**src/hdl/fire_pkg.sv**
```systemverilog
package fire_pkg;

	////////////////////////////////////////////////////////////////////////////
	// Word sizes and fixed-point format
	////////////////////////////////////////////////////////////////////////////

	// Feature and weight word
	localparam int WIDTH = 16;
	// Accumulator and bias word
	localparam int ACC_W = 32;
	// Requantize shift, output is bits 28..14
	localparam int FRAC = 14;

	// Lanes per expand branch
	localparam int DSP_NO = 4;
	// Input channels per window position
	localparam int CHIN = 4;
	// Output map width, a layer is WOUT*WOUT pixels
	localparam int WOUT = 4;

	// Window sizes of the two branches
	localparam int K1 = 1;
	localparam int K3 = 3;
	// Concatenated output channels
	localparam int OUT_CH = 2 * DSP_NO;

	////////////////////////////////////////////////////////////////////////////
	// Fixed weight and bias rules
	////////////////////////////////////////////////////////////////////////////

	// Small signed weight in -7..7 from a mixing rule
	function automatic logic signed [WIDTH-1:0] kernel_weight(int k, int lane, int tap);
		int mix;
		mix = (tap * 7 + lane * 11 + k * 3) % 15;
		return WIDTH'(mix - 7);
	endfunction

	// Per-lane bias, signed, in accumulator units
	function automatic logic signed [ACC_W-1:0] bias_value(int k, int lane);
		int b;
		b = (lane * 2 - 3) * (k + 1) * 4096;
		return ACC_W'(b);
	endfunction

endpackage

```
**src/hdl/fire_concat.sv**
```systemverilog
`timescale 1ns/1ps

module fire_concat (
	input  logic                                            clk,
	input  logic                                            rst_n,
	input  logic                                            sample_1x1,
	input  logic [fire_pkg::DSP_NO*fire_pkg::WIDTH-1:0]     result_1x1,
	input  logic                                            end_1x1,
	input  logic                                            sample_3x3,
	input  logic [fire_pkg::DSP_NO*fire_pkg::WIDTH-1:0]     result_3x3,
	input  logic                                            end_3x3,
	input  logic                                            ram_feedback,
	output logic                                            ofm_valid,
	output logic [fire_pkg::OUT_CH*fire_pkg::WIDTH-1:0]     ofm,
	output logic                                            finish
);

	localparam int VW = fire_pkg::DSP_NO * fire_pkg::WIDTH;

	// Index 0 is the 1x1 branch, index 1 the 3x3 branch
	logic [1:0]    push;
	logic [1:0]    ends;
	logic [VW-1:0] din [2];
	logic [VW-1:0] q_data [2][2];
	logic [1:0]    wr_ptr;
	logic [1:0]    rd_ptr;
	logic [1:0]    q_cnt [2];
	logic [1:0]    avail;
	logic [VW-1:0] head [2];
	logic          pop;
	logic          fb_seen;

	assign push = {sample_3x3, sample_1x1};
	assign ends = {end_3x3, end_1x1};
	assign din[0] = result_1x1;
	assign din[1] = result_3x3;

	// Branch ready with a queued pixel or one arriving this cycle
	assign avail[0] = (q_cnt[0] != 2'd0) || push[0];
	assign avail[1] = (q_cnt[1] != 2'd0) || push[1];

	// Oldest pixel of each branch, straight from the input when the queue is empty
	assign head[0] = (q_cnt[0] != 2'd0) ? q_data[0][rd_ptr[0]] : din[0];
	assign head[1] = (q_cnt[1] != 2'd0) ? q_data[1][rd_ptr[1]] : din[1];

	// Pair ready once both branches hold a pixel
	assign pop = avail[0] && avail[1];

	////////////////////////////////////////////////////////////////////////////
	// Two-deep pending queues
	////////////////////////////////////////////////////////////////////////////

	always_ff @(posedge clk) begin
		if (!rst_n) begin
			wr_ptr <= '0;
			rd_ptr <= '0;
			q_cnt[0] <= '0;
			q_cnt[1] <= '0;
		end else begin
			for (int b = 0; b < 2; b++) begin
				if (push[b])
					wr_ptr[b] <= ~wr_ptr[b];
				if (pop)
					rd_ptr[b] <= ~rd_ptr[b];
				q_cnt[b] <= q_cnt[b] + 2'(push[b]) - 2'(pop);
			end
		end
	end

	// Queue storage
	always_ff @(posedge clk) begin
		for (int b = 0; b < 2; b++) begin
			if (push[b])
				q_data[b][wr_ptr[b]] <= din[b];
		end
	end

	// Concatenated output, 1x1 words low
	always_ff @(posedge clk) begin
		if (pop)
			ofm <= {head[1], head[0]};
	end

	////////////////////////////////////////////////////////////////////////////
	// Valid strobe and finish flag
	////////////////////////////////////////////////////////////////////////////

	always_ff @(posedge clk) begin
		if (!rst_n) begin
			ofm_valid <= 1'b0;
			fb_seen <= 1'b0;
		end else begin
			ofm_valid <= pop;
			// Sticky write-back seen
			if (ram_feedback)
				fb_seen <= 1'b1;
		end
	end

	assign finish = end_1x1 && end_3x3 && !fb_seen;

	// A branch may lead by two pixels at most, and stays quiet once ended
	for (genvar b = 0; b < 2; b++) begin : g_chk
		a_no_overrun: assert property (@(posedge clk) disable iff (!rst_n)
			push[b] |-> (q_cnt[b] != 2'd2 || pop));
		a_quiet_end: assert property (@(posedge clk) disable iff (!rst_n)
			ends[b] |=> !push[b]);
	end

endmodule

```
**config.mk**
```make
export PLATFORM = sky130hd
export DESIGN_NAME = fire_concat
export DESIGN_NICKNAME = d
export VERILOG_FILES = /design/src/hdl/fire_pkg.sv /design/src/hdl/fire_concat.sv
export SDC_FILE = /design/constraint.sdc
export NUM_CORES = 1
export LEC_CHECK = 0
export BUFFER_PORTS_ARGS = -buffer_cell sky130_fd_sc_hd__buf_4
export CAP_MARGIN = 40
export CORE_MARGIN = 1.5
export CORE_UTILIZATION = 45
export CTS_CLUSTER_DIAMETER = 80
export DETAILED_ROUTE_END_ITERATION = 16
export PLACE_DENSITY = 0.68
export SLEW_MARGIN = 15
export SYNTH_ARGS = -nofsm -noshare
export SYNTH_HDL_FRONTEND = slang
export SYNTH_SLANG_ARGS = --single-unit
```
**constraint.sdc**
```tcl
create_clock -name clk -period 16.1 [get_ports clk]
set_input_delay 4.025 -clock clk [delete_from_list [all_inputs] [get_ports clk]]
set_output_delay 4.025 -clock clk [all_outputs]
set_load 0.005 [all_outputs]
```
# Yosys cells after proc, flatten, opt, wreduce, memory -nomap -nowiden
# Memory sizes are Yosys's and may differ from the RTL's.
# Index checks and enable logic that the tools add are counted.
totals:
  elab_cells: 58
  in_bits: 135
  output_inout_bits: 130
  memories: 2
  register_bits: 134
  ram_bits: 260
classes:
  order_cmp: 6
  n_mux: 20
  n_reduce_logical: 10
  addsub: 4
  bitwise: 10
mem_list:
  columns: ["name", "words", "word_bits", "rd", "rd_clocked_by_memory_dff", "write_ports", "line", "text"]
  rows:
  - ["q_data", 2, 128, 2, 0, 2, "fire_concat.sv:24", "logic [VW-1:0] q_data [2][2];"]
  - ["q_cnt", 2, 2, 2, 0, 2, "fire_concat.sv:27", "logic [1:0] q_cnt [2];"]
ops:
  columns: ["op", "count"]
  rows:
  - ["64-bit 2-to-1 mux", 10]
  - ["128-bit 2-to-1 mux", 2]
  - ["64-bit demux with 1-bit select", 2]
  - ["2-bit greater-or-equal comparator (second input constant)", 4]
  - ["1-bit inverter with 2-bit output", 4]
  - ["1-bit logical AND", 5]
  - ["2-bit by 1-bit adder with 2-bit output", 2]
  - ["2-bit by 1-bit < comparator with 1-bit output (second input constant)", 2]
  - ["1-bit 2-to-1 mux", 4]
  - ["2-bit 2-to-1 mux", 2]
  - ["1-bit inverter", 4]
  - ["2-bit nonzero test", 2]
  - ["2-bit by 1-bit subtractor with 2-bit output", 2]
  - ["1-bit logical OR", 2]
  - ["1-bit bitwise OR", 2]
  - ["1-bit logical NOT", 1]

# Depth between registers and ports, before layout
logic_depth:
  word_depth: 6
  ltp_mapped: 6
  mapped_depth_nobuf: 6

# Least setup slack after synthesis
# OpenSTA, ideal clock, no wires.
synth_path:
  path_kind: "input to register"
  start: "in sample_1x1"
  end: "reg ofm[0] in the netlist's numbering (enable)"
  arrival_time_ns: 9.454
  stages: 2
  t_required_ns: 15.483
  n_path_buf: 0
  slack_ns: 6.029
  setup_ns: 0.617
  cell_sequence: "nor3_2 -> nor2_1"
synth_via:
  elab_chain_len: 2
synth_lines:
  columns: ["item", "line", "text"]
  rows:
  - ["start, declared", "fire_concat.sv:6", "input logic sample_1x1,"]
  - ["1-bit logical OR", "fire_concat.sv:39", "assign avail[0] = (q_cnt[0] != 2'd0) || push[0];"]
  - ["1-bit logical AND", "fire_concat.sv:47", "assign pop = avail[0] && avail[1];"]
  - ["named net pop", "fire_concat.sv:30", "logic pop;"]
  - ["end signal, assigned", "fire_concat.sv:81", "ofm <= {head[1], head[0]};"]
  - ["end, declared", "fire_concat.sv:14", "output logic [fire_pkg::OUT_CH*fire_pkg::WIDTH-1:0] ofm,"]
# The timed path passes the listed nets, and every way through them passes these cells.
# A chain may end at the register's enable or synchronous reset.

# Worst setup path in the final report
layout_path:
  start: "in end_1x1"
  end: "out finish"
layout_via:
  elab_chain_len: 2
layout_lines:
  columns: ["item", "line", "text"]
  rows:
  - ["start, declared", "fire_concat.sv:8", "input logic end_1x1,"]
  - ["1-bit logical AND (2 in series)", "fire_concat.sv:100", "assign finish = end_1x1 && end_3x3 && !fb_seen;"]
  - ["end, declared", "fire_concat.sv:15", "output logic finish"]
# No other way between the ends.

==> flow_metrics.py <==
metrics = {
    "hold_path": {
        "hp-class": "flip-flop to flip-flop",
    },
    "detailed_routing": {
        "finalWirelength_um": 28560,
        "drtAntennaViolNets": 0,
        "top_layer": "met4",
        "drtPass1Iterations": 5,
        "wl_met3_um": 1255,
        "wl_per_cell_um": 17.70,
        "via_count": 7938,
        "drt_drc_violations_left": 0,
        "wl_met1_um": 11970,
        "drt_iter0_drc": 485,
        "wl_met2_um": 14620,
        "via_per_inst": 4.918,
    },
    "synthesis": {
        "seq_area_frac_synth_pct": 79.91,
        "synth_area_leaders": "edfxtp_1 (79%), mux2i_1 (8.9%), a21oi_1 (4.4%), nor2_1 (3.4%), buf_2 (1.4%)",
        "synth_edf_count": 384,
        "synthFlopType": "edfxtp_1",
        "ys_warn_count": 0,
        "synthesis.nets": 1005,
        "synth.avg_cell_area_um2": 16.91,
        "synthArstFlopShare_pct": 0,
        "synthDominantCellAreaShare_pct": 78.55,
        "synth_seq_cells": 394,
        "synth_cell_type_count": 24,
        "synthCells": 868,
        "synth_top_cell_by_area": "edfxtp_1",
        "synth.cell_area_mm2": 0.01468,
    },
    "setup_path": {
        "crit_arrival_ns": 4.37,
        "critPathKind": "input port to output port",
        "cp_num_buf_inv": 2,
        "path_delay_family": "buffers and inverters",
        "cp_cell_sequence": "buf_4 -> nand2_1 -> nor2_1 -> buf_4",
        "rrSetupSlack_ns": 14.08,
        "cpMostUsedCell": "buf_4",
        "cp-start-kind": "input port",
        "required_ns": 12.07,
        "cp_slowest_cell": "buf_4",
        "end_kind": "output port",
        "cp_max_fo": 1,
        "cpPeakStageDelay_ns": 0.12,
    },
    "global_route": {
        "first_global_vias": 8039,
        "grt_start_max_net_pins": 77,
        "antenna_found_initial": 0,
        "grt_overflow": 0,
        "grt_pass1_wl_um": 43610,
        "grt.total_usage_pct": 16.70,
    },
    "sta": {
        "setup_tns_ns": 0,
        "hold_viol": 0,
        "tightest_slew_ns": 0.7858,
        "setup_viol": 0,
        "finalMaxSlewViolations": 0,
        "slew_headroom_pct": 47.61,
        "rsz0062_at_grt": "false",
        "max_freq_ghz": 0.1191,
        "min_period_ns": 8.393,
        "setup_slack_ns": 7.707,
        "fin_skew_ns": 0.02060,
        "fin_crit_sh_pct": 52.13,
    },
    "place": {
        "io_buffers": 264,
        "post-dp-hpwl_um": 18000,
        "place_ws_ns": 7.712,
        "gp_routability_congestion": 0.7431,
    },
    "die": {
        "core_mm2": 0.03180,
        "die_w_um": 183.6,
        "pin_count": 265,
        "dieArea_mm2": 0.03372,
        "start_util_pct": 46.17,
        "rows": 65,
        "fp.dieH_um": 183.6,
    },
    "layout": {
        "antenna_cells": 0,
        "drive_gt1_share_pct": 29.86,
        "layout_commonest_cell": "edfxtp_1",
        "syn_to_final_growth_pct": 26.63,
        "final_cell_mix": "edfxtp_1 (384), buf_4 (272), nor2_1 (131)",
        "nets": 1285,
    },
    "clocking": {
        "cts_hold_buffers": 0,
        "clk_pin_slew_ns": 0.06,
        "cts_made_buffers": 40,
        "cts_setup_buffers": 0,
        "cts_tree": "yes",
        "clock_tree.buffer_depth": 3,
        "cts_max_level": 2,
        "clk_latency_ns": 0.53,
        "cts_root_buf": "clkbuf_16",
        "cts_sinks": 394,
        "cts_resized": 0,
    },
    "power": {
        "p_leak_nw": 6.772,
        "vdd_drop_max_v": 0.00009354,
        "p_sw_mw": 0.7423,
        "total_power_mw": 2.870,
        "p_per_area_mw_per_mm2": 154.4,
        "intPower_mw": 2.128,
        "p_comb_share_pct": 20.6,
        "clkPwrFrac_pct": 30.8,
        "seqPwrFrac_pct": 48.6,
        "swShare_pct": 25.86,
    },
    "run": {
        "drv_cap": 0,
    },
    "status": {
        "status": "finished, final reports clean",
    },
}
metal layers:
metal  up-vias  GRT usage, %
met5         -             0
met4         0         5.607
met3        48         2.952
met2       193         28.83
met1      3846         21.36
li1       3851             -
sequential cells by signal (all words and copies together), names as in the netlist:
signal     cells
ofm_valid      1
q_cnt          4
fb_seen        1
rd_ptr         2
wr_ptr         2
q_data       256
ofm          128
stage by stage:
step,hold slack [ns],cell area [um2],cells,utilization [%]
CTS,0.4753,18590,1614,58.46
detailed placement,0.4611,17330,1541,54.49
floorplan,0.4411,14680,868,-
global route,0.5004,18590,1614,58.46
global placement,0.4512,17090,1532,53.74
finish,0.4729,18590,1614,58.46
power groups by stage:
stage               clock network [mW]  logic, mW  registers (mW)
finish                           0.884      0.591            1.40
CTS                              0.908      0.602            1.40
detailed placement                   0      0.601            1.42
floorplan                            0      0.296            1.43
global route                     0.946      0.653            1.41
global placement                     0      0.571            1.42
cells by family after synthesis:
family	count (synthesis)	share of synthesized area [%]
DFF	394	79.91
and+or+nand+nor	160	4.602
AOI/OAI and AO/OA	139	4.960
muxes	130	8.864
buffers and inverters	43	1.491
adders and majority gates	2	0.1704
path summary, 6_finish.rpt:
| path | start | endpoint | cells after the start |
|---|---|---|---|
| min reg2reg | fb_seen | fb_seen | 1 |
| max | end_1x1 | finish | 4 |
| min | fb_seen | fb_seen | 1 |
| max reg2reg | q_cnt[0][2] | ofm[74] | 4 |
cell usage after synthesis, drive strengths merged, types with 3 or more instances:
master and count:
buf 42, o21a 3, edfxtp 384, mux2i 130, and2 5, nor2b 4
nand2 5, dfxtp 10, nor3 4, nor2 132, a21oi 128
area by class of cell:
cell class	instances	area [um2]
fillers	2473	13210
flip-flops and latches	394	11740
multi-input cells	431	2763
repair buffers	281	2282
clock buffers	47	1049
well taps	435	544.3
clock inverters	26	212.7
Note: power is estimated with default switching activity, not from simulation.
