<file path="src/hdl/fire_pkg.sv">
package fire_pkg;

	////////////////////////////////////////////////////////////////////////////
	// Word sizes and fixed-point format
	////////////////////////////////////////////////////////////////////////////

	// Feature and weight word
	localparam int WIDTH = 16;
	// Accumulator and bias word
	localparam int ACC_W = 32;
	// Requantize shift, output is bits 28..14
	localparam int FRAC = 14;

	// Lanes per expand branch
	localparam int DSP_NO = 4;
	// Input channels per window position
	localparam int CHIN = 4;
	// Output map width, a layer is WOUT*WOUT pixels
	localparam int WOUT = 4;

	// Window sizes of the two branches
	localparam int K1 = 1;
	localparam int K3 = 3;
	// Concatenated output channels
	localparam int OUT_CH = 2 * DSP_NO;

	////////////////////////////////////////////////////////////////////////////
	// Fixed weight and bias rules
	////////////////////////////////////////////////////////////////////////////

	// Small signed weight in -7..7 from a mixing rule
	function automatic logic signed [WIDTH-1:0] kernel_weight(int k, int lane, int tap);
		int mix;
		mix = (tap * 7 + lane * 11 + k * 3) % 15;
		return WIDTH'(mix - 7);
	endfunction

	// Per-lane bias, signed, in accumulator units
	function automatic logic signed [ACC_W-1:0] bias_value(int k, int lane);
		int b;
		b = (lane * 2 - 3) * (k + 1) * 4096;
		return ACC_W'(b);
	endfunction

endpackage

</file>
<file path="src/hdl/expand_conv.sv">
`timescale 1ns/1ps

module expand_conv #(
	parameter int KERNEL_DIM = 3
) (
	input  logic                                            clk,
	input  logic                                            rst_n,
	input  logic                                            en,
	input  logic [fire_pkg::WIDTH-1:0]                      ifm,
	output logic                                            sample,
	output logic [fire_pkg::DSP_NO*fire_pkg::WIDTH-1:0]     result,
	output logic                                            layer_end
);

	localparam int W = fire_pkg::WIDTH;
	localparam int TAPS = KERNEL_DIM * KERNEL_DIM * fire_pkg::CHIN;
	localparam int TAP_W = (TAPS > 1) ? $clog2(TAPS) : 1;
	// Pixels per layer
	localparam int NPIX = fire_pkg::WOUT * fire_pkg::WOUT;
	localparam int PIX_W = (NPIX > 1) ? $clog2(NPIX) : 1;

	logic                          accept;
	logic [TAP_W-1:0]              tap_cnt;
	logic [PIX_W-1:0]              pix_cnt;
	logic                          last_tap;
	logic                          clr_pulse;
	logic                          done;
	logic                          en_d;
	logic signed [W-1:0]           ifm_d;
	logic [fire_pkg::DSP_NO*W-1:0] ker_flat;

	// Inputs past the last window are dropped
	assign accept = en && !done;

	////////////////////////////////////////////////////////////////////////////
	// Tap counter, ROM address and window restart
	////////////////////////////////////////////////////////////////////////////

	// Counter is the ROM address of the tap on ifm this cycle
	always_ff @(posedge clk) begin
		if (!rst_n) begin
			tap_cnt <= '0;
			pix_cnt <= '0;
			last_tap <= 1'b0;
			done <= 1'b0;
		end else begin
			last_tap <= 1'b0;
			if (accept) begin
				if (tap_cnt == TAP_W'(TAPS - 1)) begin
					tap_cnt <= '0;
					last_tap <= 1'b1;
					pix_cnt <= pix_cnt + 1'b1;
					// Last window of the layer
					if (pix_cnt == PIX_W'(NPIX - 1))
						done <= 1'b1;
				end else begin
					tap_cnt <= tap_cnt + 1'b1;
				end
			end
		end
	end

	// Enable and restart, delayed to meet the ROM output
	always_ff @(posedge clk) begin
		if (!rst_n) begin
			en_d <= 1'b0;
			clr_pulse <= 1'b0;
		end else begin
			en_d <= accept;
			clr_pulse <= last_tap;
		end
	end

	// Value in step with en_d
	always_ff @(posedge clk) begin
		ifm_d <= ifm;
	end

	weight_rom #(
		.KERNEL_DIM(KERNEL_DIM)
	) u_rom (
		.clk (clk),
		.addr(tap_cnt),
		.ker (ker_flat)
	);

	////////////////////////////////////////////////////////////////////////////
	// MAC lanes, bias, ReLU and requantize
	////////////////////////////////////////////////////////////////////////////

	for (genvar g = 0; g < fire_pkg::DSP_NO; g++) begin : g_lane
		localparam logic signed [fire_pkg::ACC_W-1:0] BIAS =
			fire_pkg::bias_value(KERNEL_DIM, g);
		logic signed [fire_pkg::ACC_W-1:0] acc;
		logic signed [fire_pkg::ACC_W-1:0] biased;
		logic [W-1:0] res_q;

		mac u_mac (
			.clk     (clk),
			.rst_n   (rst_n),
			.clr     (clr_pulse),
			.layer_en(en_d),
			.pix     (ifm_d),
			.ker     (ker_flat[g*W +: W]),
			.mul_out (acc)
		);

		// Window sum is complete while clr_pulse is high
		assign biased = acc + BIAS;

		// Negative goes to zero, else bits 28..14 under a zero sign
		always_ff @(posedge clk) begin
			if (clr_pulse) begin
				if (biased[fire_pkg::ACC_W-1])
					res_q <= '0;
				else
					res_q <= {1'b0, biased[fire_pkg::FRAC+W-2:fire_pkg::FRAC]};
			end
		end

		assign result[g*W +: W] = res_q;
	end

	////////////////////////////////////////////////////////////////////////////
	// Sample strobe and layer end
	////////////////////////////////////////////////////////////////////////////

	// Sample lines up with the registered result
	// Layer end rises together with the last sample
	always_ff @(posedge clk) begin
		if (!rst_n) begin
			sample <= 1'b0;
			layer_end <= 1'b0;
		end else begin
			sample <= clr_pulse;
			if (clr_pulse && done)
				layer_end <= 1'b1;
		end
	end

	// Counter never passes the window length
	a_tap_range: assert property (@(posedge clk) disable iff (!rst_n)
		tap_cnt < TAP_W'(TAPS - 1) || tap_cnt == TAP_W'(TAPS - 1));

endmodule

</file>
<file path="src/hdl/mac.sv">
`timescale 1ns/1ps

module mac (
	input  logic                                    clk,
	input  logic                                    rst_n,
	input  logic                                    clr,
	input  logic                                    layer_en,
	input  logic signed [fire_pkg::WIDTH-1:0]       pix,
	input  logic signed [fire_pkg::WIDTH-1:0]       ker,
	output logic signed [fire_pkg::ACC_W-1:0]       mul_out
);

	logic signed [fire_pkg::ACC_W-1:0] prod;
	logic signed [fire_pkg::ACC_W-1:0] acc;

	// Full-width signed product
	assign prod = pix * ker;

	// Accumulate while enabled
	// Restart keeps the tap of this cycle, so windows can run back to back
	always_ff @(posedge clk) begin
		if (!rst_n) begin
			acc <= '0;
		end else if (clr) begin
			if (layer_en)
				acc <= prod;
			else
				acc <= '0;
		end else if (layer_en) begin
			acc <= acc + prod;
		end
	end

	assign mul_out = acc;

endmodule

</file>
<file path="src/hdl/weight_rom.sv">
`timescale 1ns/1ps

module weight_rom #(
	parameter int KERNEL_DIM = 3
) (
	clk,
	addr,
	ker
);

	// Taps per window and matching address width
	localparam int TAPS = KERNEL_DIM * KERNEL_DIM * fire_pkg::CHIN;
	localparam int ADDR_W = (TAPS > 1) ? $clog2(TAPS) : 1;
	localparam int ROW_W = fire_pkg::DSP_NO * fire_pkg::WIDTH;

	input  logic              clk;
	input  logic [ADDR_W-1:0] addr;
	output logic [ROW_W-1:0]  ker;

	// One row per tap, all lanes side by side
	logic [ROW_W-1:0] rom [TAPS];

	////////////////////////////////////////////////////////////////////////////
	// Contents from the fixed weight rule
	////////////////////////////////////////////////////////////////////////////

	for (genvar t = 0; t < TAPS; t++) begin : g_tap
		for (genvar l = 0; l < fire_pkg::DSP_NO; l++) begin : g_lane
			assign rom[t][l*fire_pkg::WIDTH +: fire_pkg::WIDTH] =
				fire_pkg::kernel_weight(KERNEL_DIM, l, t);
		end
	end

	// Registered read, weights one cycle after addr
	always_ff @(posedge clk) begin
		ker <= rom[addr];
	end

endmodule

</file>
<file path="config.mk">
export PLATFORM = sky130hd
export DESIGN_NAME = expand_conv
export DESIGN_NICKNAME = d
export VERILOG_FILES = /design/src/hdl/fire_pkg.sv /design/src/hdl/expand_conv.sv /design/src/hdl/mac.sv /design/src/hdl/weight_rom.sv
export SDC_FILE = /design/constraint.sdc
export NUM_CORES = 2
export LEC_CHECK = 0
export BUFFER_PORTS_ARGS = -buffer_cell sky130_fd_sc_hd__buf_4
export CAP_MARGIN = 20
export CELL_PAD_IN_SITES_DETAIL_PLACEMENT = 1
export CELL_PAD_IN_SITES_GLOBAL_PLACEMENT = 1
export CORE_UTILIZATION = 50
export DETAILED_ROUTE_END_ITERATION = 7
export GPL_ROUTABILITY_DRIVEN = 0
export GPL_TIMING_DRIVEN = 0
export PLACE_DENSITY = 0.85
export REMOVE_ABC_BUFFERS = 1
export SLEW_MARGIN = 10
export SYNTH_ARGS = -nofsm -noshare
export SYNTH_HDL_FRONTEND = slang
export SYNTH_HIERARCHICAL = 1
export SYNTH_SLANG_ARGS = --single-unit
</file>
<file path="constraint.sdc">
create_clock -name clk -period 22.3 [get_ports clk]
set_input_delay 1.115 -clock clk [delete_from_list [all_inputs] [get_ports clk]]
set_output_delay 1.115 -clock clk [all_outputs]
set_load 0.005 [all_outputs]
</file>
Word-level counts from Yosys, hierarchy flattened
Memories as Yosys holds them, arrays and structs flattened. A register that Yosys moved wholly into a read port is not among the register bits. Index checks and enable logic that the tools add are counted.

Flip-flop bits (word level): 224. Memory bits (read-only): 4096. Input port bits: 19. Memories kept: 1.

Memories: (no name shown) (depth 64, bits a word 64, rd ports 1, clocked after Yosys merged registers in 1, write ports 0, RTL line weight_rom.sv:36) `ker <= rom[addr];`.

Add/sub/neg operators: 10. Multipliers: 4. Equal/unequal tests: 2. Multiplexer cells: 14. Bitwise logic cells: 1. Reductions and logical operators: 7.

Operators with widths (count): $mux W32 (12); $add A32 B32 Y32 (4); $mul A16 B16 Y32 (4); $add A32 B17 Y32 const B (2); $add A32 B15 Y32 const B (1); $add A32 B16 Y32 const B (1); $not A6 Y7 (1); $add A6 B1 Y6 const B (1); $eq A6 B6 Y1 const B (1); $mux W6 (1); $add A4 B1 Y4 const B (1); $eq A4 B4 Y1 const B (1); $reduce_and A2 Y1 (2); $reduce_and A3 Y1 (1); $logic_and A1 B1 Y1 (2); $reduce_bool A2 Y1 (1); $logic_not A1 Y1 (1); $mux W1 (1).

Depth between registers and ports, before layout
Depth in word-level cells: 4. Gate-level depth with buffers: 35.

Cells and area by module
Netlist, hierarchy kept.

By module, submodules not included: mac (g_lane[0].u_mac) (instances 1, cells an instance 1537, area each 13107.6 µm², sequential area each 640.6 µm²); mac (g_lane[1].u_mac) (instances 1, cells an instance 1485, area each 12924.9 µm², sequential area each 640.6 µm²); mac (g_lane[3].u_mac) (instances 1, cells an instance 1468, area each 12862.3 µm², sequential area each 640.6 µm²); mac (g_lane[2].u_mac) (instances 1, cells an instance 1473, area each 12822.3 µm², sequential area each 640.6 µm²); expand_conv (instances 1, cells an instance 376, area each 4339.2 µm², sequential area each 2442.3 µm²); weight_rom (instances 1, cells an instance 197, area each 1570.3 µm², sequential area each 320.3 µm²).

Worst setup path before layout
No wires, ideal clock.

Path type: register to register. Start point: reg u_rom.ker[15]. End point: reg g_lane[0].u_mac.acc, in the netlist g_lane[0].u_mac/mul_out[31]. Setup time: 120 ps. Arrival: 8319 ps. Data required time: 22180 ps. Setup slack: 13861 ps. Stages on the path, launching flop included: 33. Path buffers: 2. Period minus slack after synthesis: 8439 ps. Cell sequence: dfxtp_1 buf_4 clkbuf_1 nand2_1 fa_1 inv_1 fa_1 inv_1 fa_1 inv_1 fa_1 fa_1 inv_1 fa_1 inv_1 ha_1 o21a_1 a21oi_2 a21oi_1 or3_1 o221ai_2 a21oi_1 o21ai_1 a211oi_1 or4_1 ha_1 a21o_1 a21o_1 a221o_1 a211oi_2 nor2_1 o21a_1 o31a_1.

Longest elaborated chain between the ends: 4. Elaborated cells on any way between the ends: 5. Classes of those cells: 1 x add/sub; 1 x mul; 3 x mux.

RTL lines: start, declared (RTL line weight_rom.sv:18) `output logic [ROW_W-1:0] ker;`; $mul A16 B16 Y32 * (RTL line mac.sv:17) `assign prod = pix * ker;`; $add A32 B32 Y32 (RTL line mac.sv:30) `acc <= acc + prod;`; $mux W32 (RTL line mac.sv:29) `end else if (layer_en) begin`; $mux W32 * (RTL line mac.sv:24) `end else if (clr) begin`; end signal, assigned (RTL line mac.sv:26) `acc <= prod;`; end signal, assigned (RTL line mac.sv:30); end, declared (RTL line mac.sv:14) `logic signed [fire_pkg::ACC_W-1:0] acc;`.

Every way passes the cells marked *; elsewhere a longest branch is shown, timed or not. The select of a mux whose other input is x is not followed. A chain may end at the register's enable or synchronous reset.

Worst setup path in the final report
Same ends and word-level chain as after synthesis.

==> flow_metrics.tcl <==
set metrics [dict create \
    num_io_pins 85 \
    async_flop_share_pct 0 \
    dpl_cell_area_um2 59620 \
    via_count 45109 \
    mostFrequentLayoutCell "inv_1" \
    slew_viol_final 0 \
    ctsResizeCount 0 \
    cts.htree.levels 2 \
    clockRootBuffer "clkbuf_16" \
    reg2regPathDepth 29 \
    final_cell_area_um2 60920 \
    multi_input_area_um2 46260 \
    grt_pass1_wl_um 266400 \
    critPathRequiredTime_ps 22770 \
    ys.flop_type "dfxtp_1" \
    register_area_um2 5409 \
    clock.fmax_mhz 99.09 \
    holdPathStages 1 \
    cts_sinks 236 \
    crit_path_top_delay_cell "dfxtp_4" \
    finalSetupTns_ps 0 \
    ys_seq_elements 236 \
    cts_buffers 36 \
    clkLatencyLatePin_ps 630 \
    period_needed_ps 10090 \
    synthCells 6536 \
    status "finished clean" \
    firstDrtPassIters 5 \
    insertedDiodeCount 0 \
    core_um2 114300 \
    setup_violations 0 \
    grt_max_degree 110 \
    viasPerCell 5.673 \
    drc 0 \
    finalNetCount 7959 \
    drt-initial-drc-count 2099 \
    drive_above_1_share_pct 4.799 \
    die_w_um 341.5 \
    yosysTopAreaCell "fa_1" \
    cts_setup_buffers 0 \
    synth.top_cell.area_share_pct 36.55 \
    reg2reg_slack_ps 12210 \
    dpl.hpwl_um 121700 \
    rows 124 \
    synth_edf_count 60 \
    synth_area_leaders "fa_1 (37%), ha_1 (10%), inv_1 (8.3%), dfxtp_1 (6.1%), and2_1 (5.7%)" \
    ys.warnings.count 6 \
    critPathMaxStageDelay_ps 880 \
    critPathCaptureType "flop" \
    die_y_um 341.5 \
    holdCritPathClass "flop to flop" \
    post-route-period-util_pct 45.26 \
    syn_area_um2 57630 \
    die-area_um2 116600 \
    final_cell_mix "inv_1 (1276), fa_1 (1052), nand2_1 (658)" \
    rr_endpoint "g_lane[0].u_mac/mul_out[31]" \
    n_fill_cell 13414 \
    cp_max_fo 108 \
    synth.distinct_cells 116 \
    area_growth_pct 5.712 \
    track_usage_pct 28.21 \
    grt_overflow 0 \
    hold_buffers 0 \
    grt_pass1_vias 52006 \
    clockBufferDepth 3 \
    avgSynthCellArea_um2 8.817 \
    fin_skew_ps 48.61 \
    worst_pin_slew_ps 1068 \
    rsz0062_at_grt "false" \
    wirelength_um 159200 \
    hp-start "last_tap" \
    cap_violations 0 \
    yosysSeqAreaShare_pct 9.241 \
    arrival_ps 10560 \
    io_buffers 80 \
    avgRoutedWirePerCell_um 20.03 \
    start_kind "flop" \
    crit_type "flop to flop" \
    antenna_found_initial 2 \
    hold_viol 0 \
    hold_end "clr_pulse" \
    initial_utilization_pct 50.40 \
    r2r-start "u_rom/ker[15]" \
    cp_common_cell "fa_1" \
    drtAntennaViolNets 0 \
    cts_tree "done" \
    slew_headroom_pct 28.73 \
    cts.clk_slew.worst_paths_ps 60 \
]
logic make-up (layout without fill, tap and decap cells):
family,Yosys count,after routing,share of synthesized area (%)
and+or+nand+nor,1944,1944,17.07
other,1,4,0.006507
DFF,236,236,9.241
muxes,43,43,0.8424
xor gates and xnor gates,259,259,3.976
AOI/OAI and AO/OA,964,964,11.38
buffers and inverters,1560,1460,10.58
adders and majority gates,1529,1529,46.90
synthesized netlist by cell type (28+ instances only):
library cell	instances
a211oi_1	52
a21o_1	83
a21oi_1	230
a22oi_1	77
and2_1	525
buf_4	55
clkbuf_1	192
dfxtp_1	176
edfxtp_1	60
fa_1	1052
ha_1	477
inv_1	1276
nand2_1	658
nand2b_1	57
nand3_1	69
nand4_1	28
nor2_1	290
nor2b_1	33
nor3_1	118
o21a_1	63
o21ai_0	151
o21ai_1	30
o21bai_1	30
xnor2_1	164
xor2_1	93
sequential cells by signal, summed over array words and instances, names as in the netlist, 4 cells and up:
name / flops
g_lane.res_q: 60
g_lane.u_mac/mul_out: 128
ifm_d: 16
pix_cnt: 4
tap_cnt: 6
u_rom/ker: 16
final cells by class:
cell class                      instances  share of cell area [%]
Clock buffer                           41                   1.577
Clock inverter                         25                  0.4436
Inverter                             1285                   7.918
Multi-Input combinational cell       4743                   75.94
Sequential cell                       236                   8.879
Tap cell                             1512                   3.105
Timing Repair Buffer                  109                   2.140
layer usage:
metal  track usage [%]  routed length (um)
met3             2.744                5261
met2             51.95               84600
met4             10.38                5399
met1             33.89               63960
met5                 0                   0
critical path: cells and delay by family, from the launching register on:
kind | cells | cell delay [ps]
compound gates | 13 | 3010
fa+ha+maj | 8 | 3870
buf+inv | 4 | 850
flops | 1 | 880
simple gates | 4 | 1280
stage by stage:
stage               hold slack (ps)  worst slack, ps  std cells  util (%)
floorplan                     411.8            11050       6264         -
global placement              418.8             8320       7856     51.47
detailed placement            421.2            12480       7882     52.14
CTS                           463.9            12260       7948     53.22
global route                  465.0            11770       7951     53.28
finish                        465.0            12210       7951     53.28
how the worst max path moves through the flow:
| stage | from | to | slack, ps | cells past startpoint |
|---|---|---|---|---|
| finish | u_rom/ker[15] | g_lane[0].u_mac/mul_out[31] | 12210 | 29 |
| global route | u_rom/ker[15] | g_lane[0].u_mac/mul_out[31] | 11770 | 29 |
| CTS | u_rom/ker[15] | g_lane[0].u_mac/mul_out[31] | 12260 | 29 |
| detailed placement | u_rom/ker[15] | g_lane[0].u_mac/mul_out[31] | 12480 | 29 |
| global placement | u_rom/ker[15] | g_lane[0].u_mac/mul_out[31] | 8320 | 28 |
| floorplan | u_rom/ker[15] | g_lane[0].u_mac/mul_out[31] | 11050 | 28 |
Power is left out: the tool's default activity adds up to more than one toggle a clock period on the data nets, which glitch-free logic cannot reach.
